[config.mk]
export PLATFORM = sky130hd
export DESIGN_NAME = psg_top
export DESIGN_NICKNAME = d
export VERILOG_FILES = /design/src/logic/psg_pkg.sv /design/src/logic/psg_clock_div.sv /design/src/logic/psg_envelope.sv /design/src/logic/psg_mixer.sv /design/src/logic/psg_period_div.sv /design/src/logic/psg_tone_noise.sv /design/src/logic/psg_top.sv
export SDC_FILE = /design/constraint.sdc
export NUM_CORES = 1
export LEC_CHECK = 0
export ABC_AREA = 1
export CORE_MARGIN = 3
export CORE_UTILIZATION = 37
export DETAILED_ROUTE_END_ITERATION = 8
export DONT_BUFFER_PORTS = 1
export PLACE_DENSITY = 0.61
export SLEW_MARGIN = 20
export SYNTH_ARGS = -nofsm -noshare
export SYNTH_HDL_FRONTEND = slang
export SYNTH_SLANG_ARGS = --single-unit
[constraint.sdc]
create_clock -name clk -period 3.6 [get_ports clk]
set_input_delay 0.36 -clock clk [delete_from_list [all_inputs] [get_ports clk]]
set_output_delay 0.36 -clock clk [all_outputs]
set_load 0.05 [all_outputs]
[src/logic/psg_pkg.sv]
// ================================================
// shared widths, register map and level table
// level table is a log scale, about 1.5 dB per step
// entry 0 is forced to silence
// ================================================
package psg_pkg;

    localparam int ADDR_W  = 4;
    localparam int BYTE_W  = 8;
    localparam int TONE_W  = 12;  // tone half-period
    localparam int NOISE_W = 5;
    localparam int ENV_W   = 16;  // envelope step period
    localparam int SHAPE_W = 4;
    localparam int LEVEL_W = 5;
    localparam int AMP_W   = 8;
    localparam int SUM_W   = 10;  // three amplitudes, no overflow
    localparam int LFSR_W  = 17;

    typedef logic [ADDR_W-1:0]  reg_addr_t;
    typedef logic [BYTE_W-1:0]  reg_byte_t;
    typedef logic [TONE_W-1:0]  tone_period_t;
    typedef logic [NOISE_W-1:0] noise_period_t;
    typedef logic [ENV_W-1:0]   env_period_t;
    typedef logic [SHAPE_W-1:0] env_shape_t;  // continue, attack, alternate, hold
    typedef logic [LEVEL_W-1:0] level_t;
    typedef logic [AMP_W-1:0]   amp_t;
    typedef logic [SUM_W-1:0]   mix_sum_t;

    typedef enum logic {ENV_RUN, ENV_HOLD} env_state_t;

    localparam reg_addr_t REG_TONE_A_LO = 4'h0, REG_TONE_A_HI = 4'h1;
    localparam reg_addr_t REG_TONE_B_LO = 4'h2, REG_TONE_B_HI = 4'h3;
    localparam reg_addr_t REG_TONE_C_LO = 4'h4, REG_TONE_C_HI = 4'h5;
    localparam reg_addr_t REG_NOISE     = 4'h6, REG_MIXER     = 4'h7;
    localparam reg_addr_t REG_VOL_A     = 4'h8, REG_VOL_B     = 4'h9;
    localparam reg_addr_t REG_VOL_C     = 4'ha, REG_ENV_LO    = 4'hb;
    localparam reg_addr_t REG_ENV_HI    = 4'hc, REG_ENV_SHAPE = 4'hd;
    localparam reg_addr_t REG_IO_A      = 4'he, REG_IO_B      = 4'hf;

    localparam amp_t LIN_TABLE [0:31] = '{
        8'd0,   8'd1,   8'd2,   8'd2,   8'd2,   8'd3,   8'd3,   8'd4,
        8'd5,   8'd6,   8'd7,   8'd8,   8'd10,  8'd11,  8'd14,  8'd16,
        8'd19,  8'd23,  8'd27,  8'd32,  8'd38,  8'd45,  8'd54,  8'd64,
        8'd76,  8'd90,  8'd108, 8'd128, 8'd152, 8'd181, 8'd215, 8'd255
    };

endpackage

[src/logic/psg_clock_div.sv]
// ================================================
// enables are registered, one clk wide
// sel low halves both rates
// ================================================
`timescale 1ns/1ps

module psg_clock_div (
    input  logic clk,
    input  logic rst_n,
    input  logic clk_en,
    input  logic sel,
    output logic cen16,
    output logic cen256
);

    logic [7:0] cnt;   // free-running prescaler
    logic       half;  // alternates every clk_en
    logic       adv;

    assign adv = clk_en && (sel || half);  // skip every other enable when sel low

    always_ff @(posedge clk or negedge rst_n) begin
        if (!rst_n) begin
            cnt    <= '0;
            half   <= 1'b0;
            cen16  <= 1'b0;
            cen256 <= 1'b0;
        end else begin
            if (clk_en) half <= ~half;
            if (adv) cnt <= cnt + 1'b1;
            cen16  <= adv && (cnt[3:0] == 4'hf);  // carry out of bit 3
            cen256 <= adv && (cnt == 8'hff);      // carry out of bit 7
        end
    end

    a_cen256_in_cen16: assert property (@(posedge clk) disable iff (!rst_n) cen256 |-> cen16);

endmodule

[src/logic/psg_envelope.sv]
// ================================================
// steps are edges of the cen256 divider seen on cen16
// restart wins over a step in the same clk
// shape bits 3..0 are continue, attack, alt, hold
// ================================================
`timescale 1ns/1ps

module psg_envelope import psg_pkg::*; (
    input  logic        clk,
    input  logic        rst_n,
    input  logic        cen16,
    input  logic        cen256,
    input  env_period_t env_period,
    input  env_shape_t  shape,
    input  logic        env_restart,
    output level_t      env_level
);

    env_state_t state;
    logic       step_div;  // divider output level
    logic       div_q;     // its value at the last cen16
    logic       step;
    logic       dir;       // 1 counts up
    logic       at_end;
    logic       cont, attack, alt, hold;

    assign cont   = shape[3];
    assign attack = shape[2];
    assign alt    = shape[1];
    assign hold   = shape[0];

    psg_env_div u_step_div (
        .clk    (clk),
        .rst_n  (rst_n),
        .cen    (cen256),
        .period (env_period),
        .div    (step_div)
    );

    assign step   = cen16 && (step_div != div_q);
    assign at_end = dir ? (env_level == '1) : (env_level == '0);

    always_ff @(posedge clk or negedge rst_n) begin
        if (!rst_n) begin
            state     <= ENV_HOLD;
            env_level <= '0;
            dir       <= 1'b0;
            div_q     <= 1'b0;
        end else begin
            if (cen16) div_q <= step_div;
            if (env_restart) begin
                state     <= ENV_RUN;
                dir       <= attack;
                env_level <= attack ? '0 : '1;  // attack starts low
            end else if (step && state == ENV_RUN) begin
                if (!at_end) begin
                    env_level <= dir ? level_t'(env_level + 1'b1) : level_t'(env_level - 1'b1);
                end else if (!cont) begin
                    state     <= ENV_HOLD;  // single ramp, then silent
                    env_level <= '0;
                end else if (hold) begin
                    state     <= ENV_HOLD;
                    env_level <= (dir ^ alt) ? '1 : '0;  // alt holds the start level
                end else if (alt) begin
                    dir <= ~dir;  // bounce back from the end
                end else begin
                    env_level <= dir ? '0 : '1;  // sawtooth wrap
                end
            end
        end
    end

    // only a restart from psg_top may move a held level
    a_hold_stable: assert property (@(posedge clk) disable iff (!rst_n)
        (state == ENV_HOLD && !env_restart) |=> $stable(env_level));

endmodule

[src/logic/psg_mixer.sv]
// ================================================
// two register stages, both on clk_en
// a_out, b_out, c_out decode stage 2 directly
// sound lags them by one more clk_en
// ================================================
`timescale 1ns/1ps

module psg_mixer import psg_pkg::*; (
    input  logic      clk,
    input  logic      rst_n,
    input  logic      clk_en,
    input  logic      tone_a,
    input  logic      tone_b,
    input  logic      tone_c,
    input  logic      noise,
    input  logic [5:0] mix_ctrl,  // 2..0 tone off, 5..3 noise off
    input  reg_byte_t vol_a,
    input  reg_byte_t vol_b,
    input  reg_byte_t vol_c,
    input  level_t    env_level,
    output amp_t      a_out,
    output amp_t      b_out,
    output amp_t      c_out,
    output mix_sum_t  sound
);

    logic        on_a, on_b, on_c;        // stage 1 gates
    logic [4:0]  v1_a, v1_b, v1_c;        // stage 1 volume, bit 4 selects envelope
    level_t      env1;
    level_t      lvl_a, lvl_b, lvl_c;     // stage 2 levels

    // fixed volume widened by repeating its top bit
    function automatic level_t pick(input logic on, input logic [4:0] v, input level_t env);
        if (!on)
            return '0;
        return v[4] ? env : {v[3:0], v[3]};
    endfunction

    always_ff @(posedge clk or negedge rst_n) begin
        if (!rst_n) begin
            on_a  <= 1'b0;
            on_b  <= 1'b0;
            on_c  <= 1'b0;
            v1_a  <= '0;
            v1_b  <= '0;
            v1_c  <= '0;
            env1  <= '0;
            lvl_a <= '0;
            lvl_b <= '0;
            lvl_c <= '0;
            sound <= '0;
        end else if (clk_en) begin
            on_a  <= (tone_a | mix_ctrl[0]) & (noise | mix_ctrl[3]);
            on_b  <= (tone_b | mix_ctrl[1]) & (noise | mix_ctrl[4]);
            on_c  <= (tone_c | mix_ctrl[2]) & (noise | mix_ctrl[5]);
            v1_a  <= vol_a[4:0];
            v1_b  <= vol_b[4:0];
            v1_c  <= vol_c[4:0];
            env1  <= env_level;
            lvl_a <= pick(on_a, v1_a, env1);
            lvl_b <= pick(on_b, v1_b, env1);
            lvl_c <= pick(on_c, v1_c, env1);
            sound <= mix_sum_t'(a_out) + mix_sum_t'(b_out) + mix_sum_t'(c_out);
        end
    end

    // log to linear
    assign a_out = LIN_TABLE[lvl_a];
    assign b_out = LIN_TABLE[lvl_b];
    assign c_out = LIN_TABLE[lvl_c];

endmodule

[src/logic/psg_period_div.sv]
// ================================================
// period 0 behaves as period 1
// div toggles once every period enables
// ================================================
`timescale 1ns/1ps

module psg_tone_div import psg_pkg::*; (
    input  logic         clk,
    input  logic         rst_n,
    input  logic         cen,
    input  tone_period_t period,
    output logic         div
);

    tone_period_t cnt;
    tone_period_t last;  // count at which div flips

    assign last = (period == '0) ? '0 : period - 1'b1;

    always_ff @(posedge clk or negedge rst_n) begin
        if (!rst_n) begin
            cnt <= '0;
            div <= 1'b0;
        end else if (cen) begin
            if (cnt >= last) begin  // >= so a shrinking period never stalls
                cnt <= '0;
                div <= ~div;
            end else begin
                cnt <= cnt + 1'b1;
            end
        end
    end

endmodule

module psg_env_div import psg_pkg::*; (
    input  logic        clk,
    input  logic        rst_n,
    input  logic        cen,
    input  env_period_t period,
    output logic        div
);

    env_period_t cnt;
    env_period_t last;

    assign last = (period == '0) ? '0 : period - 1'b1;

    always_ff @(posedge clk or negedge rst_n) begin
        if (!rst_n) begin
            cnt <= '0;
            div <= 1'b0;
        end else if (cen) begin
            if (cnt >= last) begin
                cnt <= '0;
                div <= ~div;  // both edges count as steps downstream
            end else begin
                cnt <= cnt + 1'b1;
            end
        end
    end

endmodule

[src/logic/psg_tone_noise.sv]
// ================================================
// tones and noise step on cen16 only
// noise steps every period ticks, twice the rate
// of a tone at the same period
// ================================================
`timescale 1ns/1ps

module psg_tone_noise import psg_pkg::*; (
    input  logic          clk,
    input  logic          rst_n,
    input  logic          cen16,
    input  tone_period_t  period_a,
    input  tone_period_t  period_b,
    input  tone_period_t  period_c,
    input  noise_period_t noise_period,
    output logic          tone_a,
    output logic          tone_b,
    output logic          tone_c,
    output logic          noise
);

    noise_period_t        ncnt;      // noise period counter
    noise_period_t        nlast;
    logic [LFSR_W-1:0]    lfsr;
    logic                 fb;

    psg_tone_div u_div_a (
        .clk    (clk),
        .rst_n  (rst_n),
        .cen    (cen16),
        .period (period_a),
        .div    (tone_a)
    );

    psg_tone_div u_div_b (
        .clk    (clk),
        .rst_n  (rst_n),
        .cen    (cen16),
        .period (period_b),
        .div    (tone_b)
    );

    psg_tone_div u_div_c (
        .clk    (clk),
        .rst_n  (rst_n),
        .cen    (cen16),
        .period (period_c),
        .div    (tone_c)
    );

    // zero period acts as one, like the tones
    assign nlast = (noise_period == '0) ? '0 : noise_period - 1'b1;
    assign fb    = lfsr[0] ^ lfsr[3];  // taps 0 and 3
    assign noise = lfsr[0];

    always_ff @(posedge clk or negedge rst_n) begin
        if (!rst_n) begin
            ncnt <= '0;
            lfsr <= LFSR_W'(1);  // any nonzero seed works
        end else if (cen16) begin
            if (ncnt >= nlast) begin
                ncnt <= '0;
                lfsr <= {fb, lfsr[LFSR_W-1:1]};  // shift right, feed top
            end else begin
                ncnt <= ncnt + 1'b1;
            end
        end
    end

    // xor feedback keeps a nonzero register nonzero
    a_lfsr_live: assert property (@(posedge clk) disable iff (!rst_n) lfsr != '0);

endmodule

[src/logic/psg_top.sv]
// ================================================
// bus pins are not multiplexed
// writes land on the clk where cs_n and wr_n are low
// dout is registered, valid one clk after cs_n low
// ================================================
`timescale 1ns/1ps

module psg_top import psg_pkg::*; (
    input  logic      clk,
    input  logic      rst_n,
    input  logic      clk_en,
    input  logic      sel,
    input  reg_addr_t addr,
    input  logic      cs_n,
    input  logic      wr_n,
    input  reg_byte_t din,
    input  reg_byte_t ioa_in,
    input  reg_byte_t iob_in,
    output reg_byte_t dout,
    output mix_sum_t  sound,
    output amp_t      a_out,
    output amp_t      b_out,
    output amp_t      c_out,
    output reg_byte_t ioa_out,
    output reg_byte_t iob_out
);

    reg_byte_t regs [16];
    reg_byte_t read_mask;
    reg_byte_t rd_data;
    logic      env_restart;
    logic      cen16, cen256;
    logic      tone_a, tone_b, tone_c, noise;
    level_t    env_level;

    assign ioa_out = regs[REG_IO_A];
    assign iob_out = regs[REG_IO_B];

    // unimplemented bits read as zero
    always_comb begin
        case (addr)
            REG_TONE_A_HI, REG_TONE_B_HI, REG_TONE_C_HI, REG_ENV_SHAPE: read_mask = 8'h0f;
            REG_NOISE, REG_VOL_A, REG_VOL_B, REG_VOL_C:                 read_mask = 8'h1f;
            default:                                                    read_mask = 8'hff;
        endcase
    end

    // ports set as inputs return the pins
    always_comb begin
        rd_data = regs[addr] & read_mask;
        if (addr == REG_IO_A && !regs[REG_MIXER][6])
            rd_data = ioa_in;
        if (addr == REG_IO_B && !regs[REG_MIXER][7])
            rd_data = iob_in;
    end

    always_ff @(posedge clk or negedge rst_n) begin
        if (!rst_n) begin
            for (int i = 0; i < 16; i++)
                regs[i] <= '0;
            dout        <= '0;
            env_restart <= 1'b0;
        end else begin
            env_restart <= !cs_n && (addr == REG_ENV_SHAPE);  // read or write restarts
            if (!cs_n) begin
                dout <= rd_data;
                if (!wr_n)
                    regs[addr] <= din;
            end
        end
    end

    psg_clock_div u_clock_div (
        .clk    (clk),
        .rst_n  (rst_n),
        .clk_en (clk_en),
        .sel    (sel),
        .cen16  (cen16),
        .cen256 (cen256)
    );

    psg_tone_noise u_tone_noise (
        .clk          (clk),
        .rst_n        (rst_n),
        .cen16        (cen16),
        .period_a     ({regs[REG_TONE_A_HI][3:0], regs[REG_TONE_A_LO]}),
        .period_b     ({regs[REG_TONE_B_HI][3:0], regs[REG_TONE_B_LO]}),
        .period_c     ({regs[REG_TONE_C_HI][3:0], regs[REG_TONE_C_LO]}),
        .noise_period (regs[REG_NOISE][4:0]),
        .tone_a       (tone_a),
        .tone_b       (tone_b),
        .tone_c       (tone_c),
        .noise        (noise)
    );

    psg_envelope u_envelope (
        .clk         (clk),
        .rst_n       (rst_n),
        .cen16       (cen16),
        .cen256      (cen256),
        .env_period  ({regs[REG_ENV_HI], regs[REG_ENV_LO]}),
        .shape       (regs[REG_ENV_SHAPE][3:0]),
        .env_restart (env_restart),
        .env_level   (env_level)
    );

    psg_mixer u_mixer (
        .clk       (clk),
        .rst_n     (rst_n),
        .clk_en    (clk_en),
        .tone_a    (tone_a),
        .tone_b    (tone_b),
        .tone_c    (tone_c),
        .noise     (noise),
        .mix_ctrl  (regs[REG_MIXER][5:0]),
        .vol_a     (regs[REG_VOL_A]),
        .vol_b     (regs[REG_VOL_B]),
        .vol_c     (regs[REG_VOL_C]),
        .env_level (env_level),
        .a_out     (a_out),
        .b_out     (b_out),
        .c_out     (c_out),
        .sound     (sound)
    );

endmodule

### Yosys cells after proc, flatten, opt, wreduce, memory -nomap -nowiden

Memories as Yosys holds them, arrays and structs flattened.
Index checks and enable logic that the tools add are counted.

* add/subtract/negate cells: 15
* order comparisons: 10
* eq/ne operators: 10
* mux-type cells: 61
* bitwise operators: 25
* reduce and logical (&&, ||, !) cells: 32

Operators with widths (count)
* 128-bit bitwise mux: 1
* 5-bit two-way mux: 21
* 8-bit two-way mux: 11
* 12-bit two-way mux: 6
* 12-bit by 1-bit adder with 12-bit output, second input constant: 3
* 12-bit >= comparator: 3
* 12-bit logical NOT: 3
* 12-bit by 1-bit subtractor with 12-bit output, second input constant: 3
* 8-bit binary-select mux with 4-bit select: 1
* 8-bit demux with 4-bit select: 1
* 16-bit two-way mux: 2
* 6-bit >= comparator, second input constant: 3
* 1-bit two-way mux: 18
* 5-bit NOT with 6-bit output: 3
* 16-bit by 1-bit adder with 16-bit output, second input constant: 1
* 4-bit equality test, second input constant: 4
* 16-bit >= comparator: 1
* 16-bit logical NOT: 1
* 16-bit by 1-bit subtractor with 16-bit output, second input constant: 1
* 2-bit AND reduction: 7
* 10-bit by 8-bit adder with 10-bit output: 1
* 5-bit by 1-bit adder with 5-bit output, second input constant: 2
* 5-bit logical NOT: 2
* 5-bit by 1-bit subtractor with 5-bit output, second input constant: 2
* other kinds (23): 52

* register bits after elaboration: 282
* bits in read-only memories: 832
* input port bits: 34
* output and inout bits: 58
* word-level logic and storage cells: 204
* memories kept: 4

Memories
* (no name shown): words 32, width 8, read ports 1, clocked after memory_dff 0, write ports 0, line psg_mixer.sv:68 `assign a_out = LIN_TABLE[lvl_a];`
* (no name shown): words 32, width 8, read ports 1, clocked after memory_dff 0, write ports 0, line psg_mixer.sv:69 `assign b_out = LIN_TABLE[lvl_b];`
* (no name shown): words 32, width 8, read ports 1, clocked after memory_dff 0, write ports 0, line psg_mixer.sv:70 `assign c_out = LIN_TABLE[lvl_c];`
* (no name shown): words 16, width 4, read ports 1, clocked after memory_dff 0, write ports 0, line psg_top.sv:41 `case (addr)`

### Logic depth before layout (Yosys ltp)

* depth in word-level cells: 7
* depth in mapped cells: 23
* mapped depth without buffers: 23

### Hierarchy

Synthesis repeated with hierarchy kept, for this count alone.

* cells, all modules: 2668
* area, all modules: 19408.6 um^2

By module, submodules not included
* psg_top: instances 1, cells an instance 977, area an instance 7254.5 um^2, seq. area each 3428.3 um^2
* psg_mixer: instances 1, cells an instance 520, area an instance 3766.1 um^2, seq. area each 1201.2 um^2
* psg_tone_div (u_tone_noise.u_div_b ...): instances 2, cells an instance 199, area an instance 1342.5 um^2, seq. area each 325.3 um^2
* psg_env_div: instances 1, cells an instance 276, area an instance 1941.9 um^2, seq. area each 425.4 um^2
* psg_tone_div (u_tone_noise.u_div_a): instances 1, cells an instance 194, area an instance 1330.0 um^2, seq. area each 325.3 um^2
* psg_tone_noise: instances 1, cells an instance 141, area an instance 1228.7 um^2, seq. area each 551.8 um^2
* psg_envelope: instances 1, cells an instance 102, area an instance 679.4 um^2, seq. area each 201.4 um^2
* psg_clock_div: instances 1, cells an instance 60, area an instance 523.0 um^2, seq. area each 275.3 um^2

### Least setup slack after synthesis

Ideal clock, no wire load.

* path type: reg2reg
* start point: reg u_mixer.lvl_a[0]
* end point: reg u_mixer.sound[9]
* library setup time: 118 ps
* arrival: 4091 ps
* data required time: 3482 ps
* path slack: -609 ps
* stages on the path, launching flop included: 18
* buffers on the path: 0
* period minus slack after synthesis: 4209 ps
* cells stage by stage: dfrtp_1 -> inv_1 -> ha_1 -> nor2_1 -> nor4_1 -> a221oi_1 -> ha_1 -> nand3_1 -> nand3_1 -> a21oi_1 -> xnor2_1 -> ha_1 -> a21oi_1 -> o21a_1 -> nand2_1 -> a21o_1 -> nand2_1 -> nand2_1

* cells in the longest elaborated chain, start to end: 6

RTL lines
* from (decl): line psg_mixer.sv:30 `level_t lvl_a, lvl_b, lvl_c;`
* from (signal assigned): line psg_mixer.sv:60 `lvl_a <= pick(on_a, v1_a, env1);`
* 5-bit NOT with 6-bit output (not written as such): line psg_mixer.sv:68
* memory read 32 x 8 bit
* 8-bit two-way mux (not written as such) (2 in series): line psg_mixer.sv:68
* via a_out[3]: line psg_top.sv:21 `output amp_t a_out,`
* 8-bit by 8-bit adder with 9-bit output: line psg_mixer.sv:63 `sound <= mix_sum_t'(a_out) + mix_sum_t'(b_out) + mix_sum_t'(c_out);`
* 10-bit by 8-bit adder with 10-bit output: line psg_mixer.sv:63
* to (signal assigned): line psg_mixer.sv:63
* to (decl): line psg_mixer.sv:24 `output mix_sum_t sound`

The timed path passes the listed nets, and every way through them passes these cells. The select of a mux whose other input is x is not followed.
A chain may end at the register's enable or synchronous reset.

### Worst setup path in the final report

* start point: reg u_mixer.lvl_a[0]
* end point: reg u_mixer.sound[9]

* cells in the longest elaborated chain, start to end: 6

RTL lines (line)
* 5-bit NOT with 6-bit output (not written as such): psg_mixer.sv:68
* memory read 32 x 8 bit
* 8-bit two-way mux (not written as such) (2 in series): psg_mixer.sv:68
* 8-bit by 8-bit adder with 9-bit output: psg_mixer.sv:63
* 10-bit by 8-bit adder with 10-bit output: psg_mixer.sv:63

No other way between the ends. The select of a mux whose other input is x is not followed.

==> out/metrics.cfg <==
[setup_path]
path_class = flop to flop
end_kind = flop
worstPathMaxFanout = 5
startpoint_type = flop
r2r-start = u_mixer.lvl_a[0]
startpoint = u_mixer.lvl_a[0]
arrival_ns = 3.81
required_ns = 4.01

[global_routing]
grt_pass1_wl_mm = 74.5
grt_max_degree = 283
grt_antenna_before_repair = 0
track_usage_pct = 18.0
grt-ovfl-total = 0
grt_pass1_vias = 14477

[final_layout]
syn2layout_area_growth_pct = 11.3
antenna_cells = 0
layout.nets = 2479
drive_above_1_share_pct = 7.18
layout_common_cells = 633 x nand2_1, 279 x dfrtp_1, 261 x o21ai_0
final_common_cell = nand2_1

[synth]
synth_flop_cell = dfrtp_1
synth_cell_types = 49
synth_top_family_by_area = simple AND/OR/NAND/NOR gates
synthCells = 2343
synth_nets = 2492
syn_area_per_cell_um2 = 7.44
ys_seq_area_share_pct = 40.5
ys_warn_count = 0
synth_compound_area_share_pct = 13.5
netlist_area_mm2 = 0.0174
yosysTopAreaCell = dfrtp_1
ys_top_cells_by_area = dfrtp_1 40%, nand2_1 14%, ha_1 8.0%
synth_mux_area_share_pct = 0
synth-simple-area-share_pct = 26.0
synth_edf_count = 0
synth_top_area_share_pct = 40.2
ys_seq_elements = 282
synth_xor_area_share_pct = 3.62
async_flop_share_pct = 100
synthAdderAreaFrac_pct = 8.39

[sta]
finalCritPeriodShare_pct = 94.6
grt_setup_unrepaired = true
skew_ns = 0.0308
hold_viol_final = 282
worst_slew_pin_slew_ns = 1.08
worst_slack_ns = 0.195
fmax_ghz = 0.294
finalCriticalPeriod_ns = 3.41
slew_violations = 0
finalSetupViolCount = 0
holdWs_ns = -0.474
slew_headroom_pct = 27.9
tns_ns = 0

[detailed_routing]
wire_per_inst_um = 15.4
wirelength_mm = 45.5
drc = 0
vias = 15099
avgViaCountPerCell = 5.11
drt-initial-drc-count = 1078
dr.pass1.iters = 5
ant_nets = 0

[clock_network]
clk_pin_slew_ns = 0.06
cts_root_buf = clkbuf_16
clkSinkCount = 282
clk_latency_ns = 0.55
cts_tree = done
clock_path_buffers = 3
h-tree-depth = 2
cts_made_buffers = 34
hold_buffers = 3

[die]
num_rows = 78
core_area_mm2 = 0.0460
dieWidth_um = 223
die_area_mm2 = 0.0497
die_h_um = 223
start_util_pct = 37.9
ioPinCount = 92

[place]
portBuffers = 0
dpl.hpwl_mm = 32.0
gp_congestion = 0.880
dpl_worst_slack_ns = 0.110

[power]
p_per_area_mw_per_mm2 = 543
p_leak_nw = 9.56
ir_worst_vdd_v = 0.000533

[run_status]
status = finished, violations left
failed_checks = hold timing

[flow_run]
maxCapViolations = 0

[hold_path]
holdCritPathClass = primary input to async pin

==> logic make-up after synthesis <==
kind of cell,count (synthesis)
adders and majority gates,115
buffers and inverters,340
xor gates and xnor gates,72
and+or+nand+nor,1088
DFF,282
AOI/OAI and AO/OA,446
==> synthesized netlist by cell type (2+ instances only) <==
master and count:
nand2_1 635, dfrtp_1 280, o21ai_0 265, inv_1 243
nor2_1 213, nand3_1 130, ha_1 112, a21oi_1 97
xor2_1 47, clkbuf_1 40, o21ai_1 31, nor3_1 28
buf_2 27, nand4_1 27, xnor2_1 25, buf_4 21
or2_2 16, nor2_2 11, o22ai_1 11, o211ai_1 10
a31oi_1 8, o21a_1 7, nor4_1 6, inv_2 5
o31ai_1 5, nand3b_1 4, or2_1 4, and2_1 3
fa_1 3, nor3_2 3, a21o_1 2, a221oi_1 2
buf_1 2, clkinv_1 2, dfstp_2 2, nand2_2 2
nor2_4 2
==> worst paths after layout <==
path | cells past startpoint | endpoint | slack (ns)
hold reg to reg | 2 | u_envelope.state | 0.47
min in group clk | 4 | dout[2] | 0.06
setup / recovery | 17 | u_mixer.sound[9] | 0.19
setup reg to reg | 17 | u_mixer.sound[9] | 0.19
max in group asynchronous | 0 | u_mixer.lvl_b[2] | 3.56
hold / removal | 0 | regs[113] | -0.47
==> critical path, stage by stage, from the launching register on <==
cell      delay, ns
dfrtp_1        0.40
buf_4          0.16
ha_1           0.23
a21oi_1        0.21
nand2_1        0.12
a221oi_4       0.32
ha_1           0.35
nand3_1        0.14
nand3_2        0.10
a21oi_2        0.18
xnor2_1        0.15
ha_1           0.31
a21oi_2        0.16
o21a_1         0.12
nand2_1        0.08
a21o_1         0.16
nand2_1        0.06
nand2_1        0.05
==> state kept, by name, summed over array words and instances (netlist names), 8 cells and up <==
name / count
u_tone_noise.u_div_b.cnt: 12
regs: 112
u_envelope.u_step_div.cnt: 16
dout: 8
u_tone_noise.lfsr: 17
u_tone_noise.u_div_a.cnt: 12
iob_out: 8
u_mixer.sound: 10
ioa_out: 8
u_tone_noise.u_div_c.cnt: 12
u_clock_div.cnt: 8
==> stage by stage <==
stage,cell area [µm²],total power [W],instances,utilization (%)
after floorplan,17500,0.00625,2343,-
after global placement,18000,0.00679,2889,39.3
after detailed placement,18000,0.00688,2889,39.3
after CTS,19300,0.0106,2952,41.9
after global routing,19400,0.0112,2954,42.2
final,19400,0.0105,2954,42.2
==> repair_timing <==
| item | 4_1_cts | 5_1_grt |
|---|---|---|
| resized for setup | 0 | 25 |
| hold endpoints to repair | 319 | 282 |
| endpoints found under the setup margin | 0 | 19 |
| buffers inserted | 0 | 2 |
==> layout make-up <==
type | count | area, µm²
repair buffers | 41 | 325
inverters | 250 | 942
fillers | 4663 | 26600
clock inverters | 16 | 238
clock buffers | 44 | 950
flip-flops and latches | 282 | 7060
well taps | 600 | 751
multi-input cells | 1721 | 9130
==> where the power goes <==
group	internal [W]	total (W)	switching (W)
clock network	0.00229	0.00366	0.00137
registers	0.00365	0.00438	0.000738
logic	0.000952	0.00248	0.00153
total	0.00689	0.0105	0.00364
==> per-layer routing <==
metal	GRT usage, %	vias up	routed length [µm]	share of wire (%)
li1	-	7597	-	-
met1	24.4	7128	21200	47
met2	29.4	310	20900	46
met3	3.66	64	2500	5.5
met4	4.76	0	911	2.0
met5	0	-	0	0
No activity file was read; power rests on OpenSTA's default activity.
